--- src/hw/serial_acc_macros.svh ---
// Sizes are fixed by the opcode byte layout; changing SA_WORD_W alone breaks opcode decoding
`ifndef SERIAL_ACC_MACROS_SVH
`define SERIAL_ACC_MACROS_SVH

// Serial word, accumulator and operand width
`define SA_WORD_W 8

// Opcode field in the low bits of the opcode byte
// The remaining upper bits must be zero for a legal opcode
`define SA_OP_W 3

// Bit counters in the deserializer and the result shifter
// Must hold the value SA_WORD_W itself
`define SA_CNT_W 4

`endif

--- src/hw/serial_acc_pkg.sv ---
// Opcode encodings are part of the host protocol; OP_ILLEGAL is never issued to the datapath
`default_nettype none

`include "serial_acc_macros.svh"

package serial_acc_pkg;

    // Operation selected by the low bits of an opcode byte
    typedef enum logic [`SA_OP_W-1:0] {
        OP_LOAD    = 3'd0,
        OP_ADD     = 3'd1,
        OP_SUB     = 3'd2,
        OP_AND     = 3'd3,
        OP_OR      = 3'd4,
        OP_XOR     = 3'd5,
        OP_ROL     = 3'd6,
        OP_ILLEGAL = 3'd7
    } acc_op_e;

    // Decoder position within an opcode/operand pair
    typedef enum logic {
        DEC_OPCODE  = 1'b0,
        DEC_OPERAND = 1'b1
    } dec_state_e;

endpackage

`default_nettype wire

--- src/hw/ser2par.sv ---
// Word alignment is fixed at reset with no framing recovery; word_valid lags the last bit by 3 edges
`timescale 1ns/10ps
`default_nettype none

`include "serial_acc_macros.svh"

module ser2par (
    input  wire                   clk,
    input  wire                   rst_n,
    input  wire                   en,
    input  wire                   ser_in,
    output logic [`SA_WORD_W-1:0] word,
    output logic                  word_valid
);

    // Stage 1 shift state
    logic [`SA_WORD_W-1:0] shift_s1;
    logic [`SA_CNT_W-1:0]  bit_cnt_s1;
    logic                  last_s1;

    // Stage 2 carried state
    logic [`SA_WORD_W-1:0] shift_s2;
    logic                  last_s2;

    // Stage 3 completed word
    logic [`SA_WORD_W-1:0] word_s3;
    logic                  valid_s3;

    // Stage 1: shift on every enabled bit, first bit ends up as MSB
    always_ff @(posedge clk or negedge rst_n) begin
        if (!rst_n) begin
            shift_s1   <= '0;
            bit_cnt_s1 <= '0;
            last_s1    <= 1'b0;
        end else begin
            last_s1 <= en && (bit_cnt_s1 == `SA_CNT_W'(`SA_WORD_W - 1));
            if (en) begin
                shift_s1 <= {shift_s1[`SA_WORD_W-2:0], ser_in};
                // Wrap after a full word of enabled bits
                if (bit_cnt_s1 == `SA_CNT_W'(`SA_WORD_W - 1)) begin
                    bit_cnt_s1 <= '0;
                end else begin
                    bit_cnt_s1 <= bit_cnt_s1 + 1'b1;
                end
            end
        end
    end

    // Stage 2: carry shift state forward
    always_ff @(posedge clk or negedge rst_n) begin
        if (!rst_n) begin
            shift_s2 <= '0;
            last_s2  <= 1'b0;
        end else begin
            shift_s2 <= shift_s1;
            last_s2  <= last_s1;
        end
    end

    // Stage 3: capture the word when its last bit has passed through
    always_ff @(posedge clk or negedge rst_n) begin
        if (!rst_n) begin
            word_s3  <= '0;
            valid_s3 <= 1'b0;
        end else begin
            valid_s3 <= last_s2;
            if (last_s2) begin
                word_s3 <= shift_s2;
            end
        end
    end

    // Output register
    always_ff @(posedge clk or negedge rst_n) begin
        if (!rst_n) begin
            word       <= '0;
            word_valid <= 1'b0;
        end else begin
            word       <= word_s3;
            word_valid <= valid_s3;
        end
    end

endmodule

`default_nettype wire

--- src/hw/cmd_decode.sv ---
// Words must alternate opcode then operand; an illegal pair is consumed whole and reported once
`timescale 1ns/10ps
`default_nettype none

`include "serial_acc_macros.svh"

module cmd_decode (
    input  wire                     clk,
    input  wire                     rst_n,
    input  wire [`SA_WORD_W-1:0]    word,
    input  wire                     word_valid,
    output serial_acc_pkg::acc_op_e cmd_op,
    output logic [`SA_WORD_W-1:0]   cmd_operand,
    output logic                    cmd_valid,
    output logic                    cmd_error
);

    import serial_acc_pkg::*;

    dec_state_e state;
    acc_op_e    op_q;
    logic       legal_q;
    logic       word_legal;

    // Upper bits clear and a defined operation in the low field
    assign word_legal = (word[`SA_WORD_W-1:`SA_OP_W] == '0) &&
                        (acc_op_e'(word[`SA_OP_W-1:0]) != OP_ILLEGAL);

    // Pairing FSM with the strobes registered alongside
    always_ff @(posedge clk or negedge rst_n) begin
        if (!rst_n) begin
            state     <= DEC_OPCODE;
            legal_q   <= 1'b0;
            cmd_valid <= 1'b0;
            cmd_error <= 1'b0;
        end else begin
            cmd_valid <= 1'b0;
            cmd_error <= 1'b0;
            if (word_valid) begin
                case (state)
                    DEC_OPCODE: begin
                        legal_q <= word_legal;
                        state   <= DEC_OPERAND;
                    end
                    DEC_OPERAND: begin
                        // Report on the operand so the pair is always dropped together
                        cmd_valid <= legal_q;
                        cmd_error <= !legal_q;
                        state     <= DEC_OPCODE;
                    end
                    default: begin
                        state <= DEC_OPCODE;
                    end
                endcase
            end
        end
    end

    // Opcode and operand payload
    always_ff @(posedge clk) begin
        if (word_valid) begin
            if (state == DEC_OPCODE) begin
                op_q <= acc_op_e'(word[`SA_OP_W-1:0]);
            end else begin
                cmd_op      <= op_q;
                cmd_operand <= word;
            end
        end
    end

endmodule

`default_nettype wire

--- src/hw/acc_execute.sv ---
// Arithmetic wraps modulo 2**SA_WORD_W; only legal opcodes may arrive with cmd_valid
`timescale 1ns/10ps
`default_nettype none

`include "serial_acc_macros.svh"

module acc_execute (
    input  wire                     clk,
    input  wire                     rst_n,
    input  serial_acc_pkg::acc_op_e cmd_op,
    input  wire [`SA_WORD_W-1:0]    cmd_operand,
    input  wire                     cmd_valid,
    output logic [`SA_WORD_W-1:0]   acc_value,
    output logic                    acc_valid
);

    import serial_acc_pkg::*;

    // Rotate amount taken from the operand low bits
    localparam int ROT_W = $clog2(`SA_WORD_W);

    logic [`SA_WORD_W-1:0]   acc_next;
    logic [2*`SA_WORD_W-1:0] rol_wide;
    logic [ROT_W-1:0]        rot_amt;

    assign rot_amt = cmd_operand[ROT_W-1:0];

    // Doubled copy shifted left, upper half is the rotated value
    assign rol_wide = {acc_value, acc_value} << rot_amt;

    always_comb begin
        case (cmd_op)
            OP_LOAD: acc_next = cmd_operand;
            OP_ADD:  acc_next = acc_value + cmd_operand;
            OP_SUB:  acc_next = acc_value - cmd_operand;
            OP_AND:  acc_next = acc_value & cmd_operand;
            OP_OR:   acc_next = acc_value | cmd_operand;
            OP_XOR:  acc_next = acc_value ^ cmd_operand;
            OP_ROL:  acc_next = rol_wide[2*`SA_WORD_W-1:`SA_WORD_W];
            // decoder never issues this one, hold the value
            default: acc_next = acc_value;
        endcase
    end

    // Write back and strobe the new value
    always_ff @(posedge clk or negedge rst_n) begin
        if (!rst_n) begin
            acc_value <= '0;
            acc_valid <= 1'b0;
        end else begin
            acc_valid <= cmd_valid;
            if (cmd_valid) begin
                acc_value <= acc_next;
            end
        end
    end

endmodule

`default_nettype wire

--- src/hw/result_serializer.sv ---
// No back-pressure; a new value arriving mid-shift restarts the output with that value
`timescale 1ns/10ps
`default_nettype none

`include "serial_acc_macros.svh"

module result_serializer (
    input  wire                  clk,
    input  wire                  rst_n,
    input  wire [`SA_WORD_W-1:0] acc_value,
    input  wire                  acc_valid,
    output logic                 ser_out,
    output logic                 ser_out_valid
);

    logic [`SA_WORD_W-1:0] shift_q;
    logic [`SA_CNT_W-1:0]  bits_left;

    // Load on a new value, otherwise shift left until the count runs out
    always_ff @(posedge clk or negedge rst_n) begin
        if (!rst_n) begin
            bits_left <= '0;
        end else if (acc_valid) begin
            bits_left <= `SA_CNT_W'(`SA_WORD_W);
        end else if (bits_left != '0) begin
            bits_left <= bits_left - 1'b1;
        end
    end

    always_ff @(posedge clk) begin
        if (acc_valid) begin
            shift_q <= acc_value;
        end else if (bits_left != '0) begin
            shift_q <= {shift_q[`SA_WORD_W-2:0], 1'b0};
        end
    end

    // MSB first, valid for exactly one word of cycles
    assign ser_out       = shift_q[`SA_WORD_W-1];
    assign ser_out_valid = (bits_left != '0);

endmodule

`default_nettype wire

--- src/hw/serial_acc_top.sv ---
// Results leave in 8 cycles and commands need 16 enabled bits, so outputs never overlap
`timescale 1ns/10ps
`default_nettype none

`include "serial_acc_macros.svh"

module serial_acc_top (
    input  wire  clk,
    input  wire  rst_n,
    input  wire  en,
    input  wire  ser_in,
    output logic ser_out,
    output logic ser_out_valid,
    output logic cmd_error
);

    import serial_acc_pkg::*;

    logic [`SA_WORD_W-1:0] word;
    logic                  word_valid;
    acc_op_e               cmd_op;
    logic [`SA_WORD_W-1:0] cmd_operand;
    logic                  cmd_valid;
    logic [`SA_WORD_W-1:0] acc_value;
    logic                  acc_valid;

    ser2par u_ser2par (
        .clk        (clk),
        .rst_n      (rst_n),
        .en         (en),
        .ser_in     (ser_in),
        .word       (word),
        .word_valid (word_valid)
    );

    cmd_decode u_decode (
        .clk         (clk),
        .rst_n       (rst_n),
        .word        (word),
        .word_valid  (word_valid),
        .cmd_op      (cmd_op),
        .cmd_operand (cmd_operand),
        .cmd_valid   (cmd_valid),
        .cmd_error   (cmd_error)
    );

    acc_execute u_execute (
        .clk         (clk),
        .rst_n       (rst_n),
        .cmd_op      (cmd_op),
        .cmd_operand (cmd_operand),
        .cmd_valid   (cmd_valid),
        .acc_value   (acc_value),
        .acc_valid   (acc_valid)
    );

    result_serializer u_result (
        .clk           (clk),
        .rst_n         (rst_n),
        .acc_value     (acc_value),
        .acc_valid     (acc_valid),
        .ser_out       (ser_out),
        .ser_out_valid (ser_out_valid)
    );

endmodule

`default_nettype wire

--- config.mk ---
export PLATFORM = sky130hd
export DESIGN_NAME = serial_acc_top
export DESIGN_NICKNAME = d
export VERILOG_FILES = /design/src/hw/serial_acc_pkg.sv /design/src/hw/ser2par.sv /design/src/hw/cmd_decode.sv /design/src/hw/acc_execute.sv /design/src/hw/result_serializer.sv /design/src/hw/serial_acc_top.sv
export VERILOG_INCLUDE_DIRS = /design/src /design/src/hw
export SDC_FILE = /design/constraint.sdc
export NUM_CORES = 1
export LEC_CHECK = 0
export BUFFER_PORTS_ARGS = -buffer_cell sky130_fd_sc_hd__buf_2
export CORE_MARGIN = 10
export CORE_UTILIZATION = 49
export DETAILED_ROUTE_END_ITERATION = 8
export PLACE_DENSITY_LB_ADDON = 0.12
export SLEW_MARGIN = 20
export SYNTH_ARGS = -nofsm -noshare
export SYNTH_HDL_FRONTEND = slang
export SYNTH_SLANG_ARGS = --single-unit
--- constraint.sdc ---
create_clock -name clk -period 7.8 [get_ports clk]
set_input_delay 0.39 -clock clk [delete_from_list [all_inputs] [get_ports clk]]
set_output_delay 0.39 -clock clk [all_outputs]
set_load 0.02 [all_outputs]
==> results.md <==
- Cell Area, Synth: 4110 µm²
- Total Routing Usage GR: 0.117
- Synth Net Count: 365
- Req. time, crit path: 8.02 ns
- CTS Buf Count: 9
- Grt total ovfl: 0
- Top Usage Layer GRT: met2
- Worst VDD drop: 0.000159 V
- Syn_area_per_cell: 12.3 µm²
- Synth Register Bits: 79
- Htree depth: 3
- Post-CTS sizing: 0
- Pre-CTS setup slack: 4.59 ns
- I/O Buffers: 6
- Clk slew on worst S/H paths: 0.09 ns
- Commonest non-fill, non-tap cell in the layout: dfrtp_1
- Vias per cell: 5.79
- Slew Limit Fails: 0
- Crit path launch type: flip-flop
- Largest net degree at the start of global routing: 58
- CTS tree: yes
- Worst EP arrival: 3.49 ns
- Setup Buffers After CTS: 0
- Post-synth ARST share: 0.722
- Layout fillers: 697
- Setup TNS: 0 ns
- Leakage: 1.91 nW
- Share of layout cells above drive strength 1: 0.184
- Final worst setup slack: 4.54 ns
- Critical Path End Type: flip-flop
- Die width: 112 µm
- CP Max Fanout: 27
- First-pass DRT Iterations: 4
- Final setup viols: 0
- Hpwl dp: 5120 µm
- Die ar.: 12400 µm²
- Nets: 369
- YS warnings: 0
- Residual DRC: 0
- CTS root buf: clkbuf_8
- Global-route wire length before repair: 12200 µm
- Max-slew headroom: 0.424
- Cell Rows: 33
- Seq/Total Area, Yosys: 0.508
- Vias: 2590
- Initial antenna violation count: 0
- Post-synth top flop: dfrtp_1
- Max Clock Skew: 0.0122 ns
- RSZ-0062 raised after global routing: false
- Max-Cap Viols: 0
- Core ar.: 8180 µm²
- FMAX: 306 MHz
- Die extent in y: 112 µm
- Initial Util: 0.502
- Worst skew pair latency: 0.34 ns
- Fin crit period: 3.26 ns
- Io pins: 7
- Vias in the first global route: 2529
- Hold buffer count at CTS: 0
- Status: complete, no violations
- Power per cell area: 316 nW/µm²
- Antenna Cells: 0
- Grt met3 use: 0.0252
- Cell count after synthesis: 334
- Iter 0 DRT Violations: 93
- Area Growth Syn to Fin: 7.37%
- Worst Tran Pin Value: 0.864 ns
- Number of enable flip-flop cells after synthesis: 22
- Number of distinct library cells after synthesis: 56
- Setup CP Type: flip-flop to flip-flop
- Clock sink count: 79
- Grt met1 use: 0.141
- WL per Instance: 16.5 µm
- Most frequent cells in the layout: dfrtp_1 (57), mux2_2 (26), ha_1 (26), nor2_1 (23)
- Worst min-delay path class: input pin to async pin
- Routability congestion estimate: 0.866
- Final Hold Fails: 0
- Final wirelength: 7370 µm
- CTS Buffer Depth: 2
- Final period utilization: 0.419
- Number of routed nets with antenna violations: 0
- Global Route met2 Usage: 0.198
[cells by family after synthesis]
kind of cell	share of synthesized area
xor gates and xnor gates	0.0320
AOI/OAI and AO/OA	0.125
and+or+nand+nor	0.0819
buffers and inverters	0.0408
adders and majority gates	0.0841
DFF	0.508
muxes	0.129
[registers in the layout, summed over array words and instances, names as in the netlist, 4 cells and up]
name and cells:
u_decode.cmd_operand 8, u_execute.acc_value 8, u_result.shift_q 8, u_ser2par.shift_s1 8
u_ser2par.shift_s2 8, u_ser2par.word 8, u_ser2par.word_s3 8, u_result.bits_left 4
u_ser2par.bit_cnt_s1 4
[final cells by class]
class,instances,area [µm²],area share
multi-input combinational,219,1850,0.420
inverter,22,82.6,0.0187
clock inverter,6,95.1,0.0216
timing repair buffer,7,37.5,0.00851
sequential,79,2090,0.473
clock buffer,9,124,0.0281
tap,105,131,0.0298
[through the flow]
stage,power (mW),utilization,hold slack (ns),std cells,instance area (µm²)
floorplan,0.963,-,0.0944,334,4110
global placement,1.06,0.513,0.334,432,4190
detailed placement,1.07,0.513,0.336,432,4190
CTS,1.41,0.539,0.206,447,4410
global route,1.49,0.539,0.239,447,4410
finish,1.39,0.539,0.186,447,4410
[final timing paths]
kind                            slack, ns  cells after the start                      to          startpoint
worst max-delay path                 4.54                      8  u_execute.acc_value[5]  u_decode.cmd_op[1]
worst min-delay path                 0.19                      2   u_ser2par.shift_s2[1]               rst_n
worst max register to register       4.54                      8  u_execute.acc_value[5]  u_decode.cmd_op[1]
worst min register to register       0.36                      0       u_ser2par.last_s2   u_ser2par.last_s1
max in group asynchronous            7.16                      2  u_execute.acc_value[0]               rst_n
min in group clk                     0.28                      2   u_ser2par.shift_s1[0]              ser_in
[worst max-delay path, stage by stage, from the launching register on]
cell and delay, ns:
edfxtp_1 0.92, nor3b_2 0.52, mux2i_1 0.38, ha_1 0.30, nor2b_1 0.15, o31a_1 0.30, o221a_2 0.27, a211oi_2 0.19
o22ai_1 0.10
[per-layer routing]
layer | vias to the layer above | wire [µm]
li1 | 1235 | -
met5 | - | 0
met1 | 1288 | 3310
met4 | 0 | 203
met2 | 51 | 3600
met3 | 16 | 256
[Yosys cell counts (2+ instances only)]
library cell | instances | area, µm²
mux2i_1 | 4 | 40.0
a21oi_1 | 12 | 60.1
xor2_1 | 3 | 26.3
dfrtp_1 | 57 | 1430
or2_2 | 4 | 25.0
a221oi_1 | 3 | 26.3
o21ai_0 | 21 | 105
a2111oi_2 | 2 | 30.0
xnor2_1 | 12 | 105
mux4_2 | 4 | 90.1
and3_1 | 4 | 25.0
nor2b_1 | 3 | 18.8
a211o_1 | 3 | 26.3
inv_1 | 22 | 82.6
mux2_2 | 26 | 293
ha_1 | 26 | 325
a221o_1 | 3 | 30.0
clkbuf_1 | 4 | 15.0
buf_2 | 6 | 30.0
nor2_1 | 23 | 86.3
nor3b_1 | 4 | 30.0
nand3_1 | 3 | 15.0
mux4_1 | 4 | 105
and2_1 | 2 | 12.5
o22ai_1 | 5 | 31.3
nand2_1 | 9 | 33.8
buf_6 | 2 | 22.5
a211oi_1 | 5 | 37.5
nor3_1 | 4 | 20.0
a21o_1 | 4 | 30.0
or3_1 | 2 | 12.5
edfxtp_1 | 22 | 661
a31oi_1 | 3 | 18.8
[report_power, final]
group | leakage [nW] | switching (mW) | internal [mW]
clock | 0.110 | 0.151 | 0.181
combinational | 0.872 | 0.174 | 0.200
sequential | 0.931 | 0.115 | 0.573
total | 1.91 | 0.440 | 0.953
Note: power is estimated with default switching activity, not from simulation.
